### src/hw/rename_pkg.sv
// Tags are 6 bits wide, so a core built on this package has at most 64 physical registers.
package rename_pkg;

  localparam int ARCH_W    = 5;
  localparam int PHYS_W    = 6;
  localparam int ARCH_REGS = 32; // x0 to x31.

  typedef logic [ARCH_W-1:0] arch_reg_t;
  typedef logic [PHYS_W-1:0] phys_tag_t;

  // One decoded instruction from the decoder, 17 bits.
  typedef struct packed {
    arch_reg_t rs1;
    arch_reg_t rs2;
    arch_reg_t rd;
    logic      writes; // Instruction writes rd.
    logic      jumps;  // Branch or jump.
  } rename_in_s;

  // One renamed instruction towards dispatch, 32 bits.
  typedef struct packed {
    phys_tag_t ps1;
    phys_tag_t ps2;
    phys_tag_t pd;     // Zero when no register was taken.
    phys_tag_t old_pd; // Freed at retire.
    arch_reg_t rd;
    logic      writes;
    logic      jumps;
    logic      tag;    // Speculative.
  } rename_out_s;

  // Pairs are packed as [1:0] with element 0 the older instruction.

endpackage

### src/hw/rename_table.sv
// Resets to the identity map. Entry 0 reads as tag 0 and is never written, and slot 1 wins on a shared rd.
`timescale 1ns/1ns

module rename_table (
  input  logic                        gsi,
  input  logic                        rst_n,
  input  rename_pkg::arch_reg_t [5:0] rd_addr,
  output rename_pkg::phys_tag_t [5:0] rd_tag,
  input  logic                  [1:0] wr_en,
  input  rename_pkg::arch_reg_t [1:0] wr_addr,
  input  rename_pkg::phys_tag_t [1:0] wr_tag
);
  import rename_pkg::*;

  phys_tag_t map_q [ARCH_REGS];

  // Six combinational lookups.
  always_comb begin
    for (int k = 0; k < 6; k++) begin
      if (rd_addr[k] == '0) begin
        rd_tag[k] = '0;
      end else begin
        rd_tag[k] = map_q[rd_addr[k]];
      end
    end
  end

  always_ff @(posedge gsi or negedge rst_n) begin
    if (!rst_n) begin
      for (int i = 0; i < ARCH_REGS; i++) begin
        map_q[i] <= phys_tag_t'(i); // Identity.
      end
    end else begin
      if (wr_en[0]) begin
        map_q[wr_addr[0]] <= wr_tag[0];
      end
      // Later assignment takes priority.
      if (wr_en[1]) begin
        map_q[wr_addr[1]] <= wr_tag[1];
      end
    end
  end

  // The renamer must filter x0 destinations before they reach the table.
  a_no_x0_write: assert property (
    @(posedge gsi) disable iff (!rst_n)
    !(wr_en[0] && wr_addr[0] == '0) && !(wr_en[1] && wr_addr[1] == '0)
  ) else $error("rename_table: write to x0");

endmodule

### src/hw/free_list.sv
// NUM_PHYS must lie in 33..64. Pops are issued only when free_count covers them, and tag 0 is never retired.
`timescale 1ns/1ns

module free_list #(
  parameter int NUM_PHYS = 64
) (
  input  logic                        gsi,
  input  logic                        rst_n,
  input  logic                  [1:0] alloc_num,
  output rename_pkg::phys_tag_t [1:0] alloc_tag,
  output logic                  [6:0] free_count,
  input  logic                        retire_valid,
  input  rename_pkg::phys_tag_t       retire_tag
);
  import rename_pkg::*;

  localparam int PW = $clog2(NUM_PHYS);

  typedef logic [PW-1:0] ptr_t;

  phys_tag_t  ring_q [NUM_PHYS];
  ptr_t       head_q;
  ptr_t       tail_q;
  logic [6:0] count_q;

  if (NUM_PHYS < ARCH_REGS + 1 || NUM_PHYS > 64) begin : g_bad_size
    $error("free_list: NUM_PHYS out of range");
  end

  // Advance a pointer around a ring that need not be a power of two.
  function automatic ptr_t ptr_add(input ptr_t p, input int unsigned n);
    int unsigned s;
    s = int'(p) + n;
    if (s >= NUM_PHYS) begin
      s = s - NUM_PHYS;
    end
    return ptr_t'(s);
  endfunction

  assign alloc_tag[0] = ring_q[head_q];
  assign alloc_tag[1] = ring_q[ptr_add(head_q, 1)];
  assign free_count   = count_q;

  always_ff @(posedge gsi or negedge rst_n) begin
    if (!rst_n) begin
      for (int i = 0; i < NUM_PHYS; i++) begin
        ring_q[i] <= (i < NUM_PHYS - ARCH_REGS) ? phys_tag_t'(ARCH_REGS + i) : '0;
      end
      head_q  <= '0;
      tail_q  <= ptr_t'(NUM_PHYS - ARCH_REGS);
      count_q <= 7'(NUM_PHYS - ARCH_REGS);
    end else begin
      if (retire_valid) begin
        ring_q[tail_q] <= retire_tag;
        tail_q         <= ptr_add(tail_q, 1);
      end
      head_q  <= ptr_add(head_q, int'(alloc_num)); // Zero leaves it put.
      count_q <= count_q + 7'(retire_valid) - 7'(alloc_num);
    end
  end

  // Renamer asks only for what is there.
  a_no_underflow: assert property (
    @(posedge gsi) disable iff (!rst_n)
    7'(alloc_num) <= count_q
  ) else $error("free_list: pop beyond count");

  // Preload plus the 31 architectural tags that can come back after being replaced.
  a_count_bound: assert property (
    @(posedge gsi) disable iff (!rst_n)
    int'(count_q) <= (NUM_PHYS - ARCH_REGS) + (ARCH_REGS - 1)
  ) else $error("free_list: count above bound");

endmodule

### src/hw/resolver.sv
// One pair in flight at a time. The decoder and dispatch must follow the four-phase order, and no checkpoint is kept for a mispredict.
`timescale 1ns/1ns

module resolver #(
  parameter int NUM_PHYS = 64
) (
  input  logic                          gsi,
  input  logic                          rst_n,
  input  logic                          in_req,
  input  rename_pkg::rename_in_s  [1:0] in_pair,
  output logic                          in_ack,
  output logic                          stall,
  output logic                          out_req,
  output rename_pkg::rename_out_s [1:0] out_pair,
  input  logic                          out_ack,
  input  logic                          branch_resolved,
  output rename_pkg::arch_reg_t   [5:0] map_addr,
  input  rename_pkg::phys_tag_t   [5:0] map_tag,
  output logic                    [1:0] map_wr_en,
  output rename_pkg::arch_reg_t   [1:0] map_wr_addr,
  output rename_pkg::phys_tag_t   [1:0] map_wr_tag,
  input  logic                    [6:0] free_count,
  input  rename_pkg::phys_tag_t   [1:0] alloc_tag,
  output logic                    [1:0] alloc_num
);
  import rename_pkg::*;

  logic              [1:0] need;
  logic              [1:0] need_cnt;
  logic                    enough;
  logic                    idle;
  logic                    accept;
  logic                    spec_q;
  logic                    byp_rs1;
  logic                    byp_rs2;
  logic                    byp_rd;
  phys_tag_t               pd0;
  phys_tag_t               pd1;
  rename_out_s       [1:0] nxt_pair;

  // Table read order is rs1, rs2, rd for slot 0 and then slot 1.
  assign map_addr[0] = in_pair[0].rs1;
  assign map_addr[1] = in_pair[0].rs2;
  assign map_addr[2] = in_pair[0].rd;
  assign map_addr[3] = in_pair[1].rs1;
  assign map_addr[4] = in_pair[1].rs2;
  assign map_addr[5] = in_pair[1].rd;

  assign need[0]  = in_pair[0].writes && (in_pair[0].rd != '0);
  assign need[1]  = in_pair[1].writes && (in_pair[1].rd != '0);
  assign need_cnt = {1'b0, need[0]} + {1'b0, need[1]};

  assign enough = free_count >= 7'(need_cnt);
  assign idle   = !in_ack && !out_req && !out_ack; // Both exchanges at rest.
  assign accept = in_req && idle && enough;
  assign stall  = in_req && !in_ack && !enough;

  // Slot 1 takes the second tag only when slot 0 used the first.
  assign pd0 = need[0] ? alloc_tag[0] : '0;
  assign pd1 = need[1] ? (need[0] ? alloc_tag[1] : alloc_tag[0]) : '0;

  // need[0] already excludes x0.
  assign byp_rs1 = need[0] && (in_pair[1].rs1 == in_pair[0].rd);
  assign byp_rs2 = need[0] && (in_pair[1].rs2 == in_pair[0].rd);
  assign byp_rd  = need[0] && (in_pair[1].rd == in_pair[0].rd);

  assign map_wr_en      = accept ? need : 2'b00;
  assign map_wr_addr[0] = in_pair[0].rd;
  assign map_wr_addr[1] = in_pair[1].rd;
  assign map_wr_tag[0]  = pd0;
  assign map_wr_tag[1]  = pd1;
  assign alloc_num      = accept ? need_cnt : 2'd0;

  always_comb begin
    nxt_pair[0].ps1    = map_tag[0];
    nxt_pair[0].ps2    = map_tag[1];
    nxt_pair[0].pd     = pd0;
    nxt_pair[0].old_pd = need[0] ? map_tag[2] : '0;
    nxt_pair[0].rd     = in_pair[0].rd;
    nxt_pair[0].writes = in_pair[0].writes;
    nxt_pair[0].jumps  = in_pair[0].jumps;
    nxt_pair[0].tag    = in_pair[0].jumps ? 1'b0 : spec_q;

    nxt_pair[1].ps1    = byp_rs1 ? pd0 : map_tag[3];
    nxt_pair[1].ps2    = byp_rs2 ? pd0 : map_tag[4];
    nxt_pair[1].pd     = pd1;
    nxt_pair[1].old_pd = need[1] ? (byp_rd ? pd0 : map_tag[5]) : '0;
    nxt_pair[1].rd     = in_pair[1].rd;
    nxt_pair[1].writes = in_pair[1].writes;
    nxt_pair[1].jumps  = in_pair[1].jumps;
    if (in_pair[1].jumps) begin
      nxt_pair[1].tag = 1'b0;
    end else if (in_pair[0].jumps) begin
      nxt_pair[1].tag = 1'b1; // Shadow of the older jump.
    end else begin
      nxt_pair[1].tag = spec_q;
    end
  end

  always_ff @(posedge gsi or negedge rst_n) begin
    if (!rst_n) begin
      in_ack  <= 1'b0;
      out_req <= 1'b0;
      spec_q  <= 1'b0;
    end else begin
      if (accept) begin
        in_ack <= 1'b1;
      end else if (!in_req) begin
        in_ack <= 1'b0;
      end

      if (accept) begin
        out_req <= 1'b1;
      end else if (out_ack) begin
        out_req <= 1'b0;
      end

      // A new jump outranks a resolve in the same cycle.
      if (accept && (in_pair[0].jumps || in_pair[1].jumps)) begin
        spec_q <= 1'b1;
      end else if (branch_resolved) begin
        spec_q <= 1'b0;
      end
    end
  end

  always_ff @(posedge gsi) begin
    if (accept) begin
      out_pair <= nxt_pair;
    end
  end

  // Tags from the free list must fit the configured register file.
  a_pd_range: assert property (
    @(posedge gsi) disable iff (!rst_n)
    $rose(out_req) |-> (out_pair[0].pd < NUM_PHYS) && (out_pair[1].pd < NUM_PHYS)
  ) else $error("resolver: pd out of range");

  a_out_hold: assert property (
    @(posedge gsi) disable iff (!rst_n)
    out_req && !out_ack |=> $stable(out_pair)
  ) else $error("resolver: out_pair changed under back-pressure");

endmodule

### src/hw/rename_top.sv
// NUM_PHYS from 33 to 64. Retire must return only tags that were handed out or released as old_pd.
`timescale 1ns/1ns

module rename_top #(
  parameter int NUM_PHYS = 64
) (
  input  logic                          gsi,
  input  logic                          rst_n,
  input  logic                          in_req,
  input  rename_pkg::rename_in_s  [1:0] in_pair,
  output logic                          in_ack,
  output logic                          stall,
  output logic                          out_req,
  output rename_pkg::rename_out_s [1:0] out_pair,
  input  logic                          out_ack,
  input  logic                          retire_valid,
  input  rename_pkg::phys_tag_t         retire_tag,
  input  logic                          branch_resolved
);
  import rename_pkg::*;

  arch_reg_t [5:0] map_addr;
  phys_tag_t [5:0] map_tag;
  logic      [1:0] map_wr_en;
  arch_reg_t [1:0] map_wr_addr;
  phys_tag_t [1:0] map_wr_tag;
  logic      [6:0] free_count;
  phys_tag_t [1:0] alloc_tag;
  logic      [1:0] alloc_num;

  resolver #(
    .NUM_PHYS(NUM_PHYS)
  ) i_resolver (
    .gsi            (gsi),
    .rst_n          (rst_n),
    .in_req         (in_req),
    .in_pair        (in_pair),
    .in_ack         (in_ack),
    .stall          (stall),
    .out_req        (out_req),
    .out_pair       (out_pair),
    .out_ack        (out_ack),
    .branch_resolved(branch_resolved),
    .map_addr       (map_addr),
    .map_tag        (map_tag),
    .map_wr_en      (map_wr_en),
    .map_wr_addr    (map_wr_addr),
    .map_wr_tag     (map_wr_tag),
    .free_count     (free_count),
    .alloc_tag      (alloc_tag),
    .alloc_num      (alloc_num)
  );

  rename_table i_table (
    .gsi    (gsi),
    .rst_n  (rst_n),
    .rd_addr(map_addr),
    .rd_tag (map_tag),
    .wr_en  (map_wr_en),
    .wr_addr(map_wr_addr),
    .wr_tag (map_wr_tag)
  );

  free_list #(
    .NUM_PHYS(NUM_PHYS)
  ) i_free_list (
    .gsi         (gsi),
    .rst_n       (rst_n),
    .alloc_num   (alloc_num),
    .alloc_tag   (alloc_tag),
    .free_count  (free_count),
    .retire_valid(retire_valid),
    .retire_tag  (retire_tag)
  );

endmodule

### config.mk
export PLATFORM = sky130hd
export DESIGN_NAME = rename_top
export DESIGN_NICKNAME = d
export VERILOG_FILES = /design/src/hw/rename_pkg.sv /design/src/hw/rename_table.sv /design/src/hw/free_list.sv /design/src/hw/resolver.sv /design/src/hw/rename_top.sv
export SDC_FILE = /design/constraint.sdc
export NUM_CORES = 2
export LEC_CHECK = 0
export BUFFER_PORTS_ARGS = -buffer_cell sky130_fd_sc_hd__buf_2
export CAP_MARGIN = 20
export CORE_MARGIN = 5
export CORE_UTILIZATION = 55
export DETAILED_ROUTE_END_ITERATION = 10
export GPL_ROUTABILITY_DRIVEN = 0
export GPL_TIMING_DRIVEN = 0
export PLACE_DENSITY = 0.78
export SLEW_MARGIN = 15
export SYNTH_ARGS = -nofsm -noshare
export SYNTH_HDL_FRONTEND = slang
export SYNTH_SLANG_ARGS = --single-unit
### constraint.sdc
create_clock -name gsi -period 5.9 [get_ports gsi]
set_clock_uncertainty 0.05 [all_clocks]
set_input_delay 0.295 -clock gsi [delete_from_list [all_inputs] [get_ports gsi]]
set_output_delay 0.295 -clock gsi [all_outputs]
set_load 0.1 [all_outputs]
# Word level (Yosys, flattened, before mapping)
# Index checks and enable logic that the tools add are counted.
[totals] ff_bits=662 inputBits=46 output_inout_bits=67
[classes] n_addsub=9 magnitude_cmp=16 n_eq_ne=4 muxes=56 n_bitwise=10 n_reduce_logical=31
[ops] op="$bwmux W192" count=2
[ops] op="$bwmux W384" count=1
[ops] op="$mux W192" count=2
[ops] op="$mux W6" count=31
[ops] op="$bmux W6 S5" count=6
[ops] op="$bmux W6 S6" count=2
[ops] op="$demux W6 S5" count=2
[ops] op="$ge A7 B7 Y1 const B" count=6
[ops] op="$demux W6 S6" count=1
[ops] op="$ge A6 B6 Y1 const B" count=6
[ops] op="$not A5 Y6" count=6
[ops] op="$logic_not A5 Y1" count=6
[ops] op="$not A6 Y7" count=3
[ops] op="$sub A6 B1 Y6 const B" count=3
[ops] op="$eq A5 B5 Y1" count=3
[ops] op="$logic_and A1 B1 Y1" count=15
[ops] op="$add A6 B1 Y7 const B" count=2
[ops] op="$lt A6 B1 Y1 const B" count=2
[ops] op="$reduce_bool A5 Y1" count=2
[ops] op="$add A6 B2 Y7" count=1
[ops] op="$add A7 B1 Y7" count=1
[ops] op="$ge A7 B2 Y1" count=1
[ops] op="$lt A7 B1 Y1 const B" count=1
[ops] op="$mux W1" count=7
[ops] op="other kinds (9)" count=14

# Depth between registers and ports, before layout
[logic_depth] depth_word=11 mapped_depth=25

# Cells and area by module
# Synthesis repeated with hierarchy kept, for this count alone.
[unflattened] hier_cells=3358 area_unflattened_um2=44259.9
[modules_own_cells] mod="free_list" n_inst=1 cells_each=1356 area_per_inst_um2=21724.6 seq_area_each_um2=10227.3
[modules_own_cells] mod="rename_table" n_inst=1 cells_each=1769 area_per_inst_um2=19293.5 seq_area_each_um2=4904.7
[modules_own_cells] mod="resolver" n_inst=1 cells_each=233 area_per_inst_um2=3241.9 seq_area_each_um2=1996.9

# Worst setup path before layout
# Ideal clock, no wire load.
[synth_timing] path_type="input-to-reg" startpoint="input port in_pair[21] (netlist bit)" endpoint="register i_free_list.count_q[6], in the netlist i_free_list.free_count[6]" setup_ns=0.079 arrival_ns=6.218 t_required_ns=5.771 slack_ns=-0.448 stages=20 path_buffers=3 cell_sequence="or3_1 -> clkbuf_1 -> o31ai_4 -> xor2_1 -> ha_1 -> nand3_1 -> o21ai_2 -> o21ai_2 -> inv_1 -> buf_2 -> clkbuf_1 -> nand2_1 -> ha_1 -> fa_1 -> a21oi_1 -> o21bai_1 -> a21oi_1 -> nor2_1 -> nor2_1 -> xor2_1"
[synth_via] elab_chain_cells=7
[synth_rtl] item="from (decl)" line="rename_top.sv:10" source="input rename_pkg::rename_in_s [1:0] in_pair,"
[synth_rtl] item="$reduce_bool A5 Y1" line="resolver.sv:50" source="assign need[1] = in_pair[1].writes && (in_pair[1].rd != '0);"
[synth_rtl] item="$logic_and A1 B1 Y1" line="resolver.sv:50"
[synth_rtl] item="$add A1 B1 Y2" line="resolver.sv:51" source="assign need_cnt = {1'b0, need[0]} + {1'b0, need[1]};"
[synth_rtl] item="$ge A7 B2 Y1" line="resolver.sv:53" source="assign enough = free_count >= 7'(need_cnt);"
[synth_rtl] item="$logic_and A1 B1 Y1" line="resolver.sv:55" source="assign accept = in_req && idle && enough;"
[synth_rtl] item="net i_resolver.accept" line="resolver.sv:32" source="logic accept;"
[synth_rtl] item="$mux W2" line="resolver.sv:72" source="assign alloc_num = accept ? need_cnt : 2'd0;"
[synth_rtl] item="$sub A7 B2 Y7" line="free_list.sv:58" source="count_q <= count_q + 7'(retire_valid) - 7'(alloc_num);"
[synth_rtl] item="to (signal assigned)" line="free_list.sv:51" source="count_q <= 7'(NUM_PHYS - ARCH_REGS);"
[synth_rtl] item="to (signal assigned)" line="free_list.sv:58"
[synth_rtl] item="to (decl)" line="free_list.sv:24" source="logic [6:0] count_q;"
# The timed path passes the listed nets, and every way through them passes these cells.
# A chain may end at the register's enable or synchronous reset.

# Final worst setup path
[layout_timing] startpoint="input port in_pair[2] (netlist bit)" endpoint="register i_free_list.count_q[6], in the netlist i_free_list.free_count[6]"
[layout_via] elab_chain_cells=7
[layout_rtl] item="$reduce_bool A5 Y1" line="resolver.sv:49" source="assign need[0] = in_pair[0].writes && (in_pair[0].rd != '0);"
[layout_rtl] item="$logic_and A1 B1 Y1" line="resolver.sv:49"
[layout_rtl] item="$add A1 B1 Y2" line="resolver.sv:51"
[layout_rtl] item="$ge A7 B2 Y1" line="resolver.sv:53"
[layout_rtl] item="$logic_and A1 B1 Y1" line="resolver.sv:55"
[layout_rtl] item="net i_resolver.accept" line="resolver.sv:32"
[layout_rtl] item="$mux W2" line="resolver.sv:72"
[layout_rtl] item="$sub A7 B2 Y7" line="free_list.sv:58"
# The timed path passes the listed nets, and every way through them passes these cells.

==> impl_metrics.csv <==
group,metric,value,unit
run_status,outcome,"finished with violations",
run_status,violations,"design-rule violations",
synthesis,synth_cell_type_count,84,
floorplanning,rows,103,
synthesis,syn_area,44000,sq um
placement,dp_slack,-1.02,ns
timing,max_freq,0.176,GHz
timing,setup_tns,0,ns
synthesis,synth_edf_count,64,
critical_path,critical_path.startpoint,"in_pair[2]",
final_layout,drive_gt1_share,42.1,%
route,wl_per_cell,36.7,um
clock_tree,insertion_delay,0.67,ns
power_and_ir_drop,worst_ir_drop_vdd,0.444,mV
placement,placed_area,46100,sq um
critical_path,cp.depth,26,
final_layout,area_growth,11.0,%
placement,dp_hpwl,121,mm
final_layout,layout.nets,3491,
grt,grt_pass1_wl,239,mm
route,drt_iter0_markers,6479,
critical_path,crit_path_max_fanout,49,
grt,grtUsageTotal,37.9,%
min_path,hp-class,"in -> async",
clock_tree,htree_levels,3,
floorplanning,die-area,85700,sq um
route,vias_per_cell,7.72,
timing,min_period_over_period,96.5,%
route,antenna_left,0,
timing,fin_crit,5.69,ns
grt,use_met2,54.6,%
synthesis,synth_nets,3279,
power_and_ir_drop,p_leak,19.5,nW
critical_path,critPathBufInv,8,
grt,grt_use_met1,44.7,%
final_layout,stdcell_area,48800,sq um
critical_path,critPathKind,"in -> reg",
synthesis,synthFlopType,"dfrtp_1",
grt,grt_start_max_net_pins,111,
critical_path,critPathArrivalTime,6.20,ns
floorplanning,pin_count,113,
timing,hold_violations,0,
synthesis,synth.avg_cell_area,13.7,sq um
critical_path,cp-end-kind,"register",
floorplanning,fp.dieH,293,um
clock_tree,cts_tree,"yes",
critical_path,required,6.41,ns
route,drc_errors,44,
synthesis,synth_top_cells_by_area,"mux4_2, dfrtp_1, dfstp_2",
grt,top_usage_layer,"met2",
synthesis,ys_ff_latch,662,
synthesis,synth.top_cell.area_share,23.2,%
grt,gr-total-overflow,0,
power_and_ir_drop,power_density,480,nW/um^2
power_and_ir_drop,p_total,23.4,mW
grt,antenna_found_initial,3,
clock_tree,clockRootBuffer,"clkbuf_16",
synthesis,yosysSeqAreaShare,38.9,%
route,routed_wl,166,mm
synthesis,synthCells,3212,
clock_tree,cts_sinks,662,
floorplanning,start_util,55.6,%
synthesis,async_reset_ff_share,90.3,%
clock_tree,numCtsBuffers,73,
critical_path,cp_top_family,"buffers and inverters",
timing,finalWorstSetupSlack,0.207,ns
final_layout,fin_cells,4534,
final_layout,multi_input_area,25200,sq um
final_layout,ff_latch_area,17100,sq um
grt,met3_usage,16.1,%
synthesis,synth_top_area_cell,"mux4_2",
critical_path,reg2regPathDepth,21,
critical_path,critPathCapture,"i_free_list.free_count[6]",
critical_path,rr_endpoint,"i_free_list.free_count[6]",
critical_path,rrSetupSlack,0.98,ns
placement,place_inst,4370,
grt,grt_pass1_vias,34500,
placement,portBuffers,99,
synthesis,synth_warnings,0,
timing,slew_violations,0,
timing,worst_pin_slew,1.25,ns
critical_path,slowest_delay,0.61,ns
critical_path,cp-start-kind,"input port",
job,drv_cap,0,
timing,max_slew_margin,16.4,%
clock_tree,cts_buffer_depth,3,
critical_path,r2r_start,"i_free_list.free_count[1]",
floorplanning,core-area,79100,sq um
route,dr.pass1.iters,11,
timing,rsz0062_at_grt,"false",
route,via_count,35000,
final_layout,fillers,5923,
clock_tree,clk_pin_slew,0.06,ns
floorplanning,dieWidth,293,um
critical_path,cp_slowest_cell,"clkbuf_4",
timing,final-setup-viol-count,0,
==> stage by stage <==
stage	util [%]	hold slack, ns
4_1_cts	61.7	0.0214
2_1_floorplan	-	-0.0506
5_1_grt	61.7	0.0469
3_5_place_dp	58.2	0.0969
6_report	61.7	0.0149
3_3_place_gp	57.9	0.428
==> area by class of cell <==
type	instances	share of cell area, %
sequential	662	35.1
clock buffer	105	4.27
buffer	291	3.18
tap	1050	2.69
clock inverter	29	0.830
timing repair buffer	137	2.02
antenna	1	0.00512
inverter	52	0.400
multi-input combinational	2207	51.5
==> worst register-to-register path: stages (launching register included) <==
cell      delay [ns]
dfrtp_1         0.39
ha_1            0.30
nor2b_1         0.14
o31a_1          0.17
o21a_1          0.22
buf_2           0.32
o21ai_4         0.16
inv_1           0.13
buf_2           0.29
clkbuf_4        0.61
buf_16          0.30
nand2_1         0.14
nand2_1         0.09
nand2_1         0.05
ha_1            0.23
fa_1            0.46
a21oi_1         0.18
o21bai_1        0.12
a21oi_1         0.17
nor2_1          0.05
nor2_1          0.11
xor2_1          0.15
==> repair_timing <==
| item | 4_1_cts | 5_1_grt |
|---|---|---|
| setup buffers | 4 | 4 |
| setup endpoints to repair | 3 | 2 |
| gates resized for setup | 1 | 0 |
| hold buffers | 20 | 0 |
| hold endpoints to repair | 88 | 0 |
| pin swaps | 2 | 1 |
==> registers in the layout (all words and copies together) (netlist names) <==
register and count:
i_resolver.out_pair 64, i_free_list.ring_q 384, i_free_list.head_q 6, i_free_list.free_count 7
i_resolver.spec_q 1, i_table.map_q 192, i_resolver.in_ack 1, i_free_list.tail_q 6
i_resolver.out_req 1
==> worst min path at each step <==
| stage | slack (ns) | endpoint | startpoint |
|---|---|---|---|
| after floorplan | -0.05 | i_free_list.free_count[0] | rst_n |
| after global placement | 0.43 | i_resolver.in_ack | i_resolver.in_ack |
| after detailed placement | 0.1 | i_resolver.spec_q | rst_n |
| after CTS | 0.02 | i_table.map_q[190] | rst_n |
| after global routing | 0.05 | i_table.map_q[190] | rst_n |
| final | 0.01 | i_table.map_q[190] | rst_n |
==> routing by layer <==
metal	wire length [um]	part of all wire, %
met5	85	0.051
met4	18900	11
met3	26000	16
met2	68700	41
met1	52700	32
==> cells by family after synthesis <==
family,Yosys count,synth area share [%]
muxes,1297,43.8
xor gates and xnor gates,35,0.697
adders and majority gates,21,0.631
and+or+nand+nor,474,5.25
buffers and inverters,343,3.96
DFF,662,38.9
AOI/OAI and AO/OA,380,6.75
==> synth_stat cells, drive strengths merged, types with 15 or more instances <==
cell and number:
a221oi 73, a22o 18, mux2 393, clkbuf 124, a21oi 71, nor2 169
inv 51, dfrtp 404, xor2 15, xnor2 20, o211ai 27, ha 19
and2 15, nand3 38, edfxtp 64, dfstp 194, mux2i 444, nor3 23
buf 167, o22ai 17, mux4 460, a22oi 46, nand2b 35, o21ai 49
nand2 118, nor2b 22
==> layout by cell type, fill, tap and decap left out, types with 20 or more instances in the layout <==
master         netlist  final
a21oi_1             65     65
a221oi_1            73     73
a22oi_1             46     46
buf_1               33     33
buf_2               88    186
buf_6               32     34
clkbuf_1           124    141
clkbuf_16            0     73
dfrtp_1            404    404
dfstp_2            194    194
dlygate4sd3_1        0     20
edfxtp_1            64     64
inv_1               47     47
mux2_2             393    393
mux2i_1            444    444
mux4_2             453    453
nand2_1            118    118
nand2b_1            35     35
nand3_1             38     38
nor2_1             169    169
nor2b_1             22     22
o211ai_1            27     27
o21ai_0             39     39
xnor2_1             20     20
==> power breakdown <==
group	leakage (nW)	switching, mW	total [mW]	internal (mW)
logic	10.2	6.93	11.3	4.32
registers	8.10	1.33	7.41	6.08
clock network	1.21	2.02	4.77	2.76
total	19.5	10.3	23.4	13.2
(Power assumes the default switching activity.)
